File: src/source/core_cfg_pkg.sv
package core_cfg_pkg;

    // Datapath and address width
    localparam int XLEN = 32;

    // Architectural register file
    localparam int NUM_REGS  = 32;
    localparam int REG_IDX_W = 5;

    // First fetch address after reset
    localparam logic [XLEN-1:0] RESET_PC = '0;

    typedef logic [XLEN-1:0]      word_t;
    typedef logic [REG_IDX_W-1:0] reg_idx_t;

endpackage

File: src/source/rv_isa_pkg.sv
package rv_isa_pkg;

    // ------------------------------
    // Major opcodes
    // ------------------------------
    localparam logic [6:0] OPC_LUI    = 7'b0110111;
    localparam logic [6:0] OPC_OP_IMM = 7'b0010011;
    localparam logic [6:0] OPC_OP     = 7'b0110011;
    localparam logic [6:0] OPC_JAL    = 7'b1101111;
    localparam logic [6:0] OPC_BRANCH = 7'b1100011;

    // ------------------------------
    // funct3 codes
    // ------------------------------
    localparam logic [2:0] F3_ADD_SUB = 3'b000;
    localparam logic [2:0] F3_SLL     = 3'b001;
    localparam logic [2:0] F3_SLT     = 3'b010;
    localparam logic [2:0] F3_SLTU    = 3'b011;
    localparam logic [2:0] F3_XOR     = 3'b100;
    localparam logic [2:0] F3_SRL_SRA = 3'b101;
    localparam logic [2:0] F3_OR      = 3'b110;
    localparam logic [2:0] F3_AND     = 3'b111;

    // Branch conditions
    localparam logic [2:0] F3_BEQ = 3'b000;
    localparam logic [2:0] F3_BNE = 3'b001;

    // Selects SUB / SRA
    localparam logic [6:0] FUNCT7_ALT = 7'b0100000;

    // SEQ and SNE give 1 or 0 and drive the branch decision
    typedef enum logic [3:0] {
        ALU_ADD,
        ALU_SUB,
        ALU_SLL,
        ALU_SLT,
        ALU_SLTU,
        ALU_XOR,
        ALU_SRL,
        ALU_SRA,
        ALU_OR,
        ALU_AND,
        ALU_SEQ,
        ALU_SNE
    } alu_op_e;

    typedef enum logic [2:0] {
        KIND_ALU_REG,
        KIND_ALU_IMM,
        KIND_LUI,
        KIND_JAL,
        KIND_BRANCH,
        KIND_NOP
    } inst_kind_e;

    typedef struct packed {
        logic [6:0] funct7;
        logic [4:0] rs2;
        logic [4:0] rs1;
        logic [2:0] funct3;
        logic [4:0] rd;
        logic [6:0] opcode;
    } r_fields_t;

    typedef struct packed {
        logic [11:0] imm12;
        logic [4:0]  rs1;
        logic [2:0]  funct3;
        logic [4:0]  rd;
        logic [6:0]  opcode;
    } i_fields_t;

    // One fetched word seen two ways
    typedef union packed {
        r_fields_t r;
        i_fields_t i;
    } inst_u;

endpackage

File: src/source/core_top.sv
module core_top (
    input  logic                   i_clk,
    input  logic                   i_rst_n,
    input  logic                   i_exec,
    input  logic                   i_inst_valid,
    input  core_cfg_pkg::word_t    i_inst,
    input  core_cfg_pkg::reg_idx_t i_dbg_idx,
    output logic                   o_fetch_req,
    output core_cfg_pkg::word_t    o_fetch_pc,
    output core_cfg_pkg::word_t    o_pc,
    output core_cfg_pkg::word_t    o_dbg_data
);
    import core_cfg_pkg::*;
    import rv_isa_pkg::*;

    // Fetch to execute
    logic       exec_valid;
    word_t      exec_inst;
    word_t      exec_pc;

    // Decode results
    inst_kind_e kind;
    alu_op_e    alu_op;
    word_t      imm;
    reg_idx_t   rd;
    reg_idx_t   rs1;
    reg_idx_t   rs2;
    word_t      rs1_data;
    word_t      rs2_data;

    // Retire
    logic       wr_en;
    reg_idx_t   wr_idx;
    word_t      wr_data;
    logic       jump;
    word_t      jump_pc;

    fetch_ctrl u_fetch_ctrl (
        .i_clk       (i_clk),
        .i_rst_n     (i_rst_n),
        .i_exec      (i_exec),
        .i_inst_valid(i_inst_valid),
        .i_inst      (i_inst),
        .i_jump      (jump),
        .i_jump_pc   (jump_pc),
        .o_fetch_req (o_fetch_req),
        .o_fetch_pc  (o_fetch_pc),
        .o_exec_valid(exec_valid),
        .o_exec_inst (exec_inst),
        .o_exec_pc   (exec_pc)
    );

    inst_decode u_inst_decode (
        .i_inst  (exec_inst),
        .o_kind  (kind),
        .o_alu_op(alu_op),
        .o_imm   (imm),
        .o_rd    (rd),
        .o_rs1   (rs1),
        .o_rs2   (rs2)
    );

    reg_file u_reg_file (
        .i_clk     (i_clk),
        .i_rst_n   (i_rst_n),
        .i_rs1     (rs1),
        .i_rs2     (rs2),
        .i_dbg_idx (i_dbg_idx),
        .i_wr_en   (wr_en),
        .i_wr_idx  (wr_idx),
        .i_wr_data (wr_data),
        .o_rs1_data(rs1_data),
        .o_rs2_data(rs2_data),
        .o_dbg_data(o_dbg_data)
    );

    exec_unit u_exec_unit (
        .i_valid   (exec_valid),
        .i_pc      (exec_pc),
        .i_kind    (kind),
        .i_alu_op  (alu_op),
        .i_imm     (imm),
        .i_rd      (rd),
        .i_rs1_data(rs1_data),
        .i_rs2_data(rs2_data),
        .o_wr_en   (wr_en),
        .o_wr_idx  (wr_idx),
        .o_wr_data (wr_data),
        .o_jump    (jump),
        .o_jump_pc (jump_pc)
    );

    // Debug view of the program counter
    assign o_pc = exec_pc;

endmodule

File: src/source/exec_unit.sv
module exec_unit (
    input  logic                   i_valid,
    input  core_cfg_pkg::word_t    i_pc,
    input  rv_isa_pkg::inst_kind_e i_kind,
    input  rv_isa_pkg::alu_op_e    i_alu_op,
    input  core_cfg_pkg::word_t    i_imm,
    input  core_cfg_pkg::reg_idx_t i_rd,
    input  core_cfg_pkg::word_t    i_rs1_data,
    input  core_cfg_pkg::word_t    i_rs2_data,
    output logic                   o_wr_en,
    output core_cfg_pkg::reg_idx_t o_wr_idx,
    output core_cfg_pkg::word_t    o_wr_data,
    output logic                   o_jump,
    output core_cfg_pkg::word_t    o_jump_pc
);
    import core_cfg_pkg::*;
    import rv_isa_pkg::*;

    word_t op_b;
    word_t alu_res;
    word_t pc_plus4;
    logic  wr_en;
    logic  jump;

    // Branches compare two registers
    assign op_b = (i_kind == KIND_ALU_REG || i_kind == KIND_BRANCH) ? i_rs2_data : i_imm;

    // ------------------------------
    // ALU
    // ------------------------------
    always_comb begin
        case (i_alu_op)
            ALU_ADD:  alu_res = i_rs1_data + op_b;
            ALU_SUB:  alu_res = i_rs1_data - op_b;
            ALU_SLL:  alu_res = i_rs1_data << op_b[4:0];
            ALU_SLT:  alu_res = word_t'($signed(i_rs1_data) < $signed(op_b));
            ALU_SLTU: alu_res = word_t'(i_rs1_data < op_b);
            ALU_XOR:  alu_res = i_rs1_data ^ op_b;
            ALU_SRL:  alu_res = i_rs1_data >> op_b[4:0];
            ALU_SRA:  alu_res = $signed(i_rs1_data) >>> op_b[4:0];
            ALU_OR:   alu_res = i_rs1_data | op_b;
            ALU_AND:  alu_res = i_rs1_data & op_b;
            ALU_SEQ:  alu_res = word_t'(i_rs1_data == op_b);
            ALU_SNE:  alu_res = word_t'(i_rs1_data != op_b);
            default:  alu_res = '0;
        endcase
    end

    assign pc_plus4 = i_pc + 32'd4;

    // ------------------------------
    // Writeback and next PC
    // ------------------------------
    always_comb begin
        wr_en     = 1'b0;
        jump      = 1'b0;
        o_wr_data = alu_res;
        case (i_kind)
            KIND_ALU_REG, KIND_ALU_IMM: wr_en = 1'b1;
            KIND_LUI: begin
                wr_en     = 1'b1;
                o_wr_data = i_imm;
            end
            KIND_JAL: begin
                wr_en     = 1'b1;
                jump      = 1'b1;
                o_wr_data = pc_plus4;
            end
            KIND_BRANCH: jump = alu_res[0];
            default: wr_en = 1'b0;
        endcase
    end

    assign o_wr_en   = i_valid & wr_en;
    assign o_wr_idx  = i_rd;
    assign o_jump    = i_valid & jump;
    assign o_jump_pc = i_pc + i_imm;

endmodule

File: src/source/fetch_ctrl.sv
module fetch_ctrl (
    input  logic                i_clk,
    input  logic                i_rst_n,
    input  logic                i_exec,
    input  logic                i_inst_valid,
    input  core_cfg_pkg::word_t i_inst,
    input  logic                i_jump,
    input  core_cfg_pkg::word_t i_jump_pc,
    output logic                o_fetch_req,
    output core_cfg_pkg::word_t o_fetch_pc,
    output logic                o_exec_valid,
    output core_cfg_pkg::word_t o_exec_inst,
    output core_cfg_pkg::word_t o_exec_pc
);
    import core_cfg_pkg::*;

    // Sequencer is idle when neither flag is set
    logic  req_q;
    logic  exec_q;
    word_t pc_q;
    word_t inst_q;

    always_ff @(posedge i_clk) begin
        if (!i_rst_n) begin
            req_q  <= 1'b0;
            exec_q <= 1'b0;
            pc_q   <= RESET_PC;
        end else begin
            exec_q <= 1'b0;
            if (exec_q) begin
                // Retire and go straight to the next request
                pc_q  <= i_jump ? i_jump_pc : pc_q + 32'd4;
                req_q <= i_exec;
            end else if (req_q) begin
                if (i_inst_valid) begin
                    req_q  <= 1'b0;
                    exec_q <= 1'b1;
                end
            end else if (i_exec) begin
                req_q <= 1'b1;
            end
        end
    end

    // Instruction hold register
    always_ff @(posedge i_clk) begin
        if (req_q && i_inst_valid) begin
            inst_q <= i_inst;
        end
    end

    assign o_fetch_req  = req_q;
    assign o_fetch_pc   = pc_q;
    assign o_exec_valid = exec_q;
    assign o_exec_inst  = inst_q;
    assign o_exec_pc    = pc_q;

endmodule

File: src/source/inst_decode.sv
module inst_decode (
    input  core_cfg_pkg::word_t    i_inst,
    output rv_isa_pkg::inst_kind_e o_kind,
    output rv_isa_pkg::alu_op_e    o_alu_op,
    output core_cfg_pkg::word_t    o_imm,
    output core_cfg_pkg::reg_idx_t o_rd,
    output core_cfg_pkg::reg_idx_t o_rs1,
    output core_cfg_pkg::reg_idx_t o_rs2
);
    import core_cfg_pkg::*;
    import rv_isa_pkg::*;

    inst_u   word;
    alu_op_e base_op;
    word_t   imm_i;
    word_t   imm_u;
    word_t   imm_j;
    word_t   imm_b;

    assign word  = i_inst;
    assign o_rd  = word.r.rd;
    assign o_rs1 = word.r.rs1;
    assign o_rs2 = word.r.rs2;

    // ------------------------------
    // Immediates
    // ------------------------------
    assign imm_i = {{20{word.i.imm12[11]}}, word.i.imm12};
    assign imm_u = {i_inst[31:12], 12'b0};
    assign imm_j = {{12{i_inst[31]}}, i_inst[19:12], i_inst[20], i_inst[30:21], 1'b0};
    assign imm_b = {{20{i_inst[31]}}, i_inst[7], i_inst[30:25], i_inst[11:8], 1'b0};

    // Operation by funct3 alone
    always_comb begin
        base_op = ALU_ADD;
        case (word.r.funct3)
            F3_SLL:     base_op = ALU_SLL;
            F3_SLT:     base_op = ALU_SLT;
            F3_SLTU:    base_op = ALU_SLTU;
            F3_XOR:     base_op = ALU_XOR;
            F3_SRL_SRA: base_op = ALU_SRL;
            F3_OR:      base_op = ALU_OR;
            F3_AND:     base_op = ALU_AND;
            default:    base_op = ALU_ADD;
        endcase
    end

    // ------------------------------
    // Classification
    // ------------------------------
    always_comb begin
        o_kind   = KIND_NOP;
        o_alu_op = ALU_ADD;
        o_imm    = '0;
        case (word.r.opcode)
            OPC_LUI: begin
                o_kind = KIND_LUI;
                o_imm  = imm_u;
            end
            OPC_JAL: begin
                o_kind = KIND_JAL;
                o_imm  = imm_j;
            end
            OPC_OP_IMM: begin
                o_kind   = KIND_ALU_IMM;
                o_imm    = imm_i;
                o_alu_op = base_op;
                // SRAI sets bit 10 of the immediate
                if (word.i.funct3 == F3_SRL_SRA && word.i.imm12[10]) begin
                    o_alu_op = ALU_SRA;
                end
            end
            OPC_OP: begin
                if (word.r.funct7 == 7'b0) begin
                    o_kind   = KIND_ALU_REG;
                    o_alu_op = base_op;
                end else if (word.r.funct7 == FUNCT7_ALT) begin
                    if (word.r.funct3 == F3_ADD_SUB) begin
                        o_kind   = KIND_ALU_REG;
                        o_alu_op = ALU_SUB;
                    end else if (word.r.funct3 == F3_SRL_SRA) begin
                        o_kind   = KIND_ALU_REG;
                        o_alu_op = ALU_SRA;
                    end
                end
            end
            OPC_BRANCH: begin
                o_imm = imm_b;
                if (word.r.funct3 == F3_BEQ) begin
                    o_kind   = KIND_BRANCH;
                    o_alu_op = ALU_SEQ;
                end else if (word.r.funct3 == F3_BNE) begin
                    o_kind   = KIND_BRANCH;
                    o_alu_op = ALU_SNE;
                end
            end
            default: o_kind = KIND_NOP;
        endcase
    end

endmodule

File: src/source/reg_file.sv
module reg_file (
    input  logic                   i_clk,
    input  logic                   i_rst_n,
    input  core_cfg_pkg::reg_idx_t i_rs1,
    input  core_cfg_pkg::reg_idx_t i_rs2,
    input  core_cfg_pkg::reg_idx_t i_dbg_idx,
    input  logic                   i_wr_en,
    input  core_cfg_pkg::reg_idx_t i_wr_idx,
    input  core_cfg_pkg::word_t    i_wr_data,
    output core_cfg_pkg::word_t    o_rs1_data,
    output core_cfg_pkg::word_t    o_rs2_data,
    output core_cfg_pkg::word_t    o_dbg_data
);
    import core_cfg_pkg::*;

    // x0 has no storage
    word_t regs [1:NUM_REGS-1];

    always_ff @(posedge i_clk) begin
        if (!i_rst_n) begin
            for (int i = 1; i < NUM_REGS; i++) begin
                regs[i] <= '0;
            end
        end else if (i_wr_en && (i_wr_idx != '0)) begin
            regs[i_wr_idx] <= i_wr_data;
        end
    end

    // Index 0 reads as zero
    assign o_rs1_data = (i_rs1 == '0) ? '0 : regs[i_rs1];
    assign o_rs2_data = (i_rs2 == '0) ? '0 : regs[i_rs2];
    assign o_dbg_data = (i_dbg_idx == '0) ? '0 : regs[i_dbg_idx];

endmodule

File: config.mk
export PLATFORM = sky130hd
export DESIGN_NAME = core_top
export DESIGN_NICKNAME = d
export VERILOG_FILES = /design/src/source/core_cfg_pkg.sv /design/src/source/rv_isa_pkg.sv /design/src/source/core_top.sv /design/src/source/exec_unit.sv /design/src/source/fetch_ctrl.sv /design/src/source/inst_decode.sv /design/src/source/reg_file.sv
export SDC_FILE = /design/constraint.sdc
export NUM_CORES = 2
export LEC_CHECK = 0
export BUFFER_PORTS_ARGS = -buffer_cell sky130_fd_sc_hd__buf_2
export CAP_MARGIN = 20
export CORE_MARGIN = 4
export CORE_UTILIZATION = 45
export DETAILED_ROUTE_END_ITERATION = 12
export SLEW_MARGIN = 40
export SYNTH_ARGS = -nofsm -noshare
export SYNTH_HDL_FRONTEND = slang
export SYNTH_HIERARCHICAL = 1
export SYNTH_SLANG_ARGS = --single-unit
File: constraint.sdc
create_clock -name i_clk -period 14.8 [get_ports i_clk]
set_input_delay 1.48 -clock i_clk [delete_from_list [all_inputs] [get_ports i_clk]]
set_output_delay 1.48 -clock i_clk [all_outputs]
set_load 0.005 [all_outputs]
==> Yosys cells after proc, flatten, opt, wreduce, memory -nomap -nowiden <==
Memory sizes are Yosys's and may differ from the RTL's. A register that Yosys moved wholly into a read port is not among the register bits.
Index checks and enable logic that the tools add are counted.
{ "word_totals": {"regBits": 66, "ramBits": 992, "inputBits": 41, "output_inout_bits": 97, "word_cells": 106, "n_memories": 1} }
{ "mem_list": {"columns": ["memory", "depth", "word_bits", "rd", "rd_ports_with_merged_regs", "write_ports", "line", "source"], "rows": [
  ["u_reg_file.regs", 31, 32, 3, 2, 31, "reg_file.sv:17", "word_t regs [1:NUM_REGS-1];"]
]} }
{ "classes": {"addsub": 4, "order_cmp": 2, "n_eq_ne": 30, "shift": 3, "muxes": 40, "bitwise_logic": 7, "n_reduce_logical": 15} }
{ "op_table": {"columns": ["op", "n"], "rows": [
  ["$pmux W32 S12", 1],
  ["$mux W32", 6],
  ["$pmux W32 S4", 1],
  ["$add A32 B32 Y32", 2],
  ["$lt A32 B32 Y1", 2],
  ["$pmux W32 S2", 1],
  ["$add A32 B3 Y32 const B", 1],
  ["$and A32 B32 Y32", 1],
  ["$eq A32 B32 Y1", 1],
  ["$ne A32 B32 Y1", 1],
  ["$or A32 B32 Y32", 1],
  ["$reduce_or A32 Y1", 1],
  ["$shl A32 B5 Y32", 1],
  ["$shr A32 B5 Y32", 1],
  ["$sshr A32 B5 Y32", 1],
  ["$sub A32 B32 Y32", 1],
  ["$xor A32 B32 Y32", 1],
  ["$pmux W4 S7", 1],
  ["$mux W4", 6],
  ["$eq A7 B6 Y1 const B", 3],
  ["$mux W3", 6],
  ["$eq A4 B3 Y1 const B", 4],
  ["$eq A4 B4 Y1 const B", 4],
  ["$eq A3 B3 Y1 const B", 5],
  ["22 further kinds", 48]
]} }

==> Depth between registers and ports, before layout <==
{ "depth": {"word_depth": 16, "ltp_mapped": 32, "ltp_nobuf": 22} }

==> Modules after synthesis <==
Netlist, hierarchy kept.
{ "by_module_without_submodules": {"columns": ["module", "instances", "cells_per_inst", "area_per_inst_um2", "seq_area_each_um2"], "rows": [
  ["reg_file", 1, 4324, 62551.2, 30749.5],
  ["exec_unit", 1, 1795, 12081.6, 0.0],
  ["fetch_ctrl", 1, 355, 3425.8, 1641.6],
  ["inst_decode", 1, 125, 907.1, 0.0]
]} }

==> Least setup slack after synthesis <==
Ideal clock, no wire load.
{ "synth_timing": {"path_kind": "register to register", "startpoint": "register u_fetch_ctrl.inst_q[21], in the netlist u_fetch_ctrl/o_exec_inst[21]", "endpoint": "memory u_reg_file/regs[10][21] in the netlist's numbering, data pin", "setup_ns": 0.255, "arrival_time_ns": 5.973, "required_time_ns": 14.545, "slack_ns": 8.572, "path_stages_with_launch": 29, "n_path_buf": 9, "synth_period_minus_slack_ns": 6.228, "cell_sequence": "edfxtp_1 > buf_4 > buf_2 > buf_2 > buf_2 > mux4_2 > mux2i_1 > nor2_1 > a211o_1 > nor3b_2 > nor2_4 > inv_2 > buf_4 > buf_4 > buf_2 > buf_1 > ha_1 > a211o_1 > a2111oi_0 > o31ai_1 > a21oi_1 > o21a_1 > o31ai_1 > a221oi_1 > a21oi_1 > nor4_1 > o221ai_1 > clkbuf_1 > and2_1"} }
{ "synth_rtl": {"columns": ["item", "line", "source"], "rows": [
  ["from (decl)", "fetch_ctrl.sv:21", "word_t inst_q;"],
  ["from (signal assigned)", "fetch_ctrl.sv:48", "inst_q <= i_inst;"],
  ["to (decl)", "reg_file.sv:17", null]
]} }

==> Worst setup path after layout <==
{ "layout_timing": {"startpoint": "register u_fetch_ctrl.inst_q[16], in the netlist u_fetch_ctrl/o_exec_inst[16]", "endpoint": "register u_fetch_ctrl.pc_q[30], in the netlist u_fetch_ctrl/o_exec_pc[30]"} }
{ "layout_between": {"elab_chain_cells": 7, "elab_cells_between_ends": 21, "classes_between": "3 x add/sub; 2 x order compare; 2 x eq/ne; 3 x shift; 6 x mux; 4 x bitwise; 1 x reduce/logical"} }
{ "layout_lines": {"columns": ["item", "line", "source"], "rows": [
  ["$logic_not A5 Y1 *", "reg_file.sv:30", "assign o_rs1_data = (i_rs1 == '0) ? '0 : regs[i_rs1];"],
  ["$mux W32 *", "reg_file.sv:30", null],
  ["net rs1_data[1]", "core_top.sv:28", "word_t rs1_data;"],
  ["$lt A32 B32 Y1, or another cell as far along", "exec_unit.sv:37", "ALU_SLTU: alu_res = word_t'(i_rs1_data < op_b);"],
  ["$pmux W32 S12 *", "exec_unit.sv:32", "case (i_alu_op)"],
  ["$pmux W1 S2 *", "exec_unit.sv:58", "case (i_kind)"],
  ["$and A1 B1 Y1 *", "exec_unit.sv:76", "assign o_jump = i_valid & jump;"],
  ["net jump", "core_top.sv:35", "logic jump;"],
  ["$mux W32 *", "fetch_ctrl.sv:32", "pc_q <= i_jump ? i_jump_pc : pc_q + 32'd4;"],
  ["to (signal assigned)", "fetch_ctrl.sv:32", null],
  ["to (decl)", "fetch_ctrl.sv:20", "word_t pc_q;"]
]} }
The timed path passes the listed nets; every way through them passes the cells marked *.
A chain may end at the register's enable or synchronous reset.

==> impl_results.md <==
- Status: completed
- Num ports: 138
- HP Class: reg -> reg
- First-pass GRT wire length: 466 mm
- DRT iter0 DRCs: 9944
- Sequential Power Share: 0.441
- FILL cells: between 15000 and 20000
- Pwr dens: 93.1 nW/µm²
- Post-synth top flop: edfxtp_1
- Via count: 63434
- Max_cap viols: 0
- Critical Path Start: u_fetch_ctrl/o_exec_inst[16]
- Core Footprint: 174000 µm²
- RR Endpoint: u_fetch_ctrl/o_exec_pc[30]
- Drt drc: 0
- Fin. max-slew vios: 0
- Reg clk slew, reported paths: 60 ps
- Sink Count: 1090
- Worst r2r src: u_fetch_ctrl/o_exec_inst[16]
- CP cell instances: buf_12 > buf_4 > buf_4 > mux4_2 > mux4_2 > o22ai_1 > nor3_1 > buf_4 > ha_1 > inv_1 > ha_1 > a31oi_2 > o221ai_2 > nand3_1 > a31oi_1 > nor2_1 > o221ai_1 > and3_1 > o21ai_4 > buf_4 > and2_1 > a22o_1 > a211oi_1 > a2111oi_0
- Leading cell types in the layout, fill and taps excluded: 1056 x edfxtp_1, 1034 x and2_1, 657 x mux4_2
- Share of cells above drive strength 1: 0.241
- Post-CTS Resized: 0
- ANT nets after route: 0
- Total gr overflow: 0
- Final worst path period need: 8990 ps
- CP max stage delay: 860 ps
- F_max: 111 MHz
- Setup tns final: 0 ps
- Crit Path Max Fanout: 80
- Root buffer cell: clkbuf_16
- Initial antenna violation count: 20
- GRT Overall Usage: 0.359
- Hpwl dp: 213 mm
- RSZ-0062 raised after global routing: no
- Sw power: 2.31 mW
- Via/cell ratio: 7.11
- Crit. End Element: flop
- Cells after Synth: about 6600
- Largest net degree at the start of global routing: 100
- Routed WL: roughly 330 mm
- Register area share after synthesis: 0.410
- Hold Violations, Final: 0
- Commonest non-fill, non-tap cell in the layout: edfxtp_1
- Internal Power: 5.82 mW
- CTS tree: yes
- Setup repair bufs after CTS: 0
- Combinational share of power: 0.159
- Yosys cell types: 112
- Worst endpoint data arrival time: a little under 10000 ps
- Seq. cell area: 32400 µm²
- Max transition margin: 0.302
- P_leak: approximately 32 nW
- Final Hold Slack: approximately 580 ps
- Synth top area share: 0.402
- Wire per inst: 37.5 µm
- Crit Path Class: reg -> reg
- Post-route clock skew: 67.1 ps
- Fin util: 0.501
- Placed Instances: 8665
- Clk buf depth: 3
- DIE WIDTH: 427 µm
- Yosys warning count: 6
- Final setup violation count: 0
- Die Y: roughly 430 µm
- Total CTS buffers: 130
- Final worst-path cycle share: 0.607
- Non-filler cells, final: 8920
- Pre-antenna DRT Iters: 7
- Row count: 153
- Vias in the first global route: 60953
- Ys async rst share: 0
- Initial Util: 0.453
- Number of synthesized flops with an enable pin: 1056
- CP max-delay cell: edfxtp_1
- Worst R2R Path Depth: 24
- # hold bufs at CTS: 0
- Syn Std Cell Area: between 70000 and 80000 µm²
- Worst Setup Start Kind: flop
- Cell repeated most along the worst path: buf_4
- Ranking of synthesized cells by area: edfxtp_1 40%, mux4_2 19%, and2_1 8.2%, mux2i_1 5.2%, clkbuf_1 2.1%
- Full die area: 182000 µm²
- Worst path bufs/invs: 6
- Worst slew pin tran: 1040 ps
- #FFs+latches synth: roughly 1100
- Area leader, netlist: edfxtp_1
- Crit path to: u_fetch_ctrl/o_exec_pc[30]
- Port buffer count: 137
- H-Tree Depth: 4
- CP required: 15460 ps
- Multi-input gate area: 44000 µm²
- Reg2reg setup slack: a little under 6000 ps
- Critical path depth: 24
- Worst vdd rail ir drop: 0.113 mV
- Area delta synth->final: 10.6%
- Layout Nets: 6649
- RePlAce Congestion: ~1.1
- Switch share: 0.284
- Clk pwr share: 0.400
- Clk_lat worst skew: about 800 ps
- Worst path top cell family by delay: buffers and inverters
- Syn Area/Cell: 12.0 µm²
## power by group through the flow
| stage | combinational [mW] | sequential [mW] | clock, mW |
|---|---|---|---|
| finish | 1.30 | 3.58 | 3.25 |
| global route | 1.33 | 3.59 | 3.42 |
| CTS | 1.25 | 3.58 | 3.29 |
| detailed placement | 1.24 | 3.64 | 0 |
| global placement | 1.23 | 3.63 | 0 |
| floorplan | 0.752 | 3.61 | 0 |
## area by class of cell
type                    instances  area share
diodes                         12    0.000344
clock buffers                 158      0.0394
clock inverters                76     0.00942
inverters                     150     0.00648
multi-input cells            4688       0.504
flip-flops and latches       1090       0.371
well taps                    2325      0.0333
repair buffers                421      0.0362
## stage by stage
step	setup WS (ps)	cell area (µm²)	power (mW)
floorplan	8570	79100	4.36
global placement	5790	82500	4.86
detailed placement	5820	82800	4.88
CTS	5790	87000	8.11
global route	5460	87300	8.34
finish	5810	87300	8.13
## synthesized netlist by cell type (all sizes together), types with 84 or more instances
library cell     n
nand2          212
buf            267
nand3           84
a21oi          262
o21ai          202
mux2i          411
mux4           657
o22ai           90
mux2            97
a22oi          114
and2          1039
nor3           103
clkbuf         434
a211oi          92
nor2           249
inv            147
edfxtp        1056
ha             125
## tightest hold or removal path, delay by kind of cell, from the launching register on
family	cells	cell delay, ps
and+or+nand+nor	1	100
DFF	1	320
AOI/OAI and AO/OA	1	50
buffers and inverters	1	60
## flip-flops by register name (all words and copies together), names as in the netlist
signal	flops
u_reg_file/regs	1024
u_fetch_ctrl/o_exec_inst	32
u_fetch_ctrl/o_exec_pc	32
u_fetch_ctrl/o_exec_valid	1
u_fetch_ctrl/o_fetch_req	1
## cell families (layout without fill, tap and decap cells)
group / Yosys count / after routing / share of synthesized area
compound gates: 1311 / 1311 / 0.116
flops: 1090 / 1090 / 0.410
xor+xnor: 79 / 79 / 0.00876
mux: 1165 / 1165 / 0.253
simple gates: 1974 / 1974 / 0.142
other cells: 1 / 44 / 0.0000475
fa+ha+maj: 127 / 127 / 0.0203
buf+inv: 852 / 805 / 0.0496
## worst min-delay path by stage
| stage | startpoint | to | slack, ps | cells after the start |
|---|---|---|---|---|
| floorplan | u_fetch_ctrl/o_exec_pc[0] | u_fetch_ctrl/o_exec_pc[0] | 490 | 2 |
| global placement | u_fetch_ctrl/o_fetch_req | u_fetch_ctrl/o_fetch_req | 550 | 3 |
| detailed placement | u_fetch_ctrl/o_fetch_req | u_fetch_ctrl/o_fetch_req | 580 | 3 |
| CTS | u_fetch_ctrl/o_fetch_req | u_fetch_ctrl/o_fetch_req | 590 | 3 |
| global route | u_fetch_ctrl/o_fetch_req | u_fetch_ctrl/o_fetch_req | 640 | 3 |
| finish | u_fetch_ctrl/o_fetch_req | u_fetch_ctrl/o_fetch_req | 580 | 3 |
## routing by layer
layer / up-vias / part of all wire / GRT usage
met1: 32016 / 0.36 / 0.458
met5: - / 0.00034 / 0
met2: 4941 / 0.45 / 0.559
met3: 1098 / 0.12 / 0.0995
met4: 18 / 0.061 / 0.192
li1: 25361 / - / -
(Power assumes the default switching activity.)
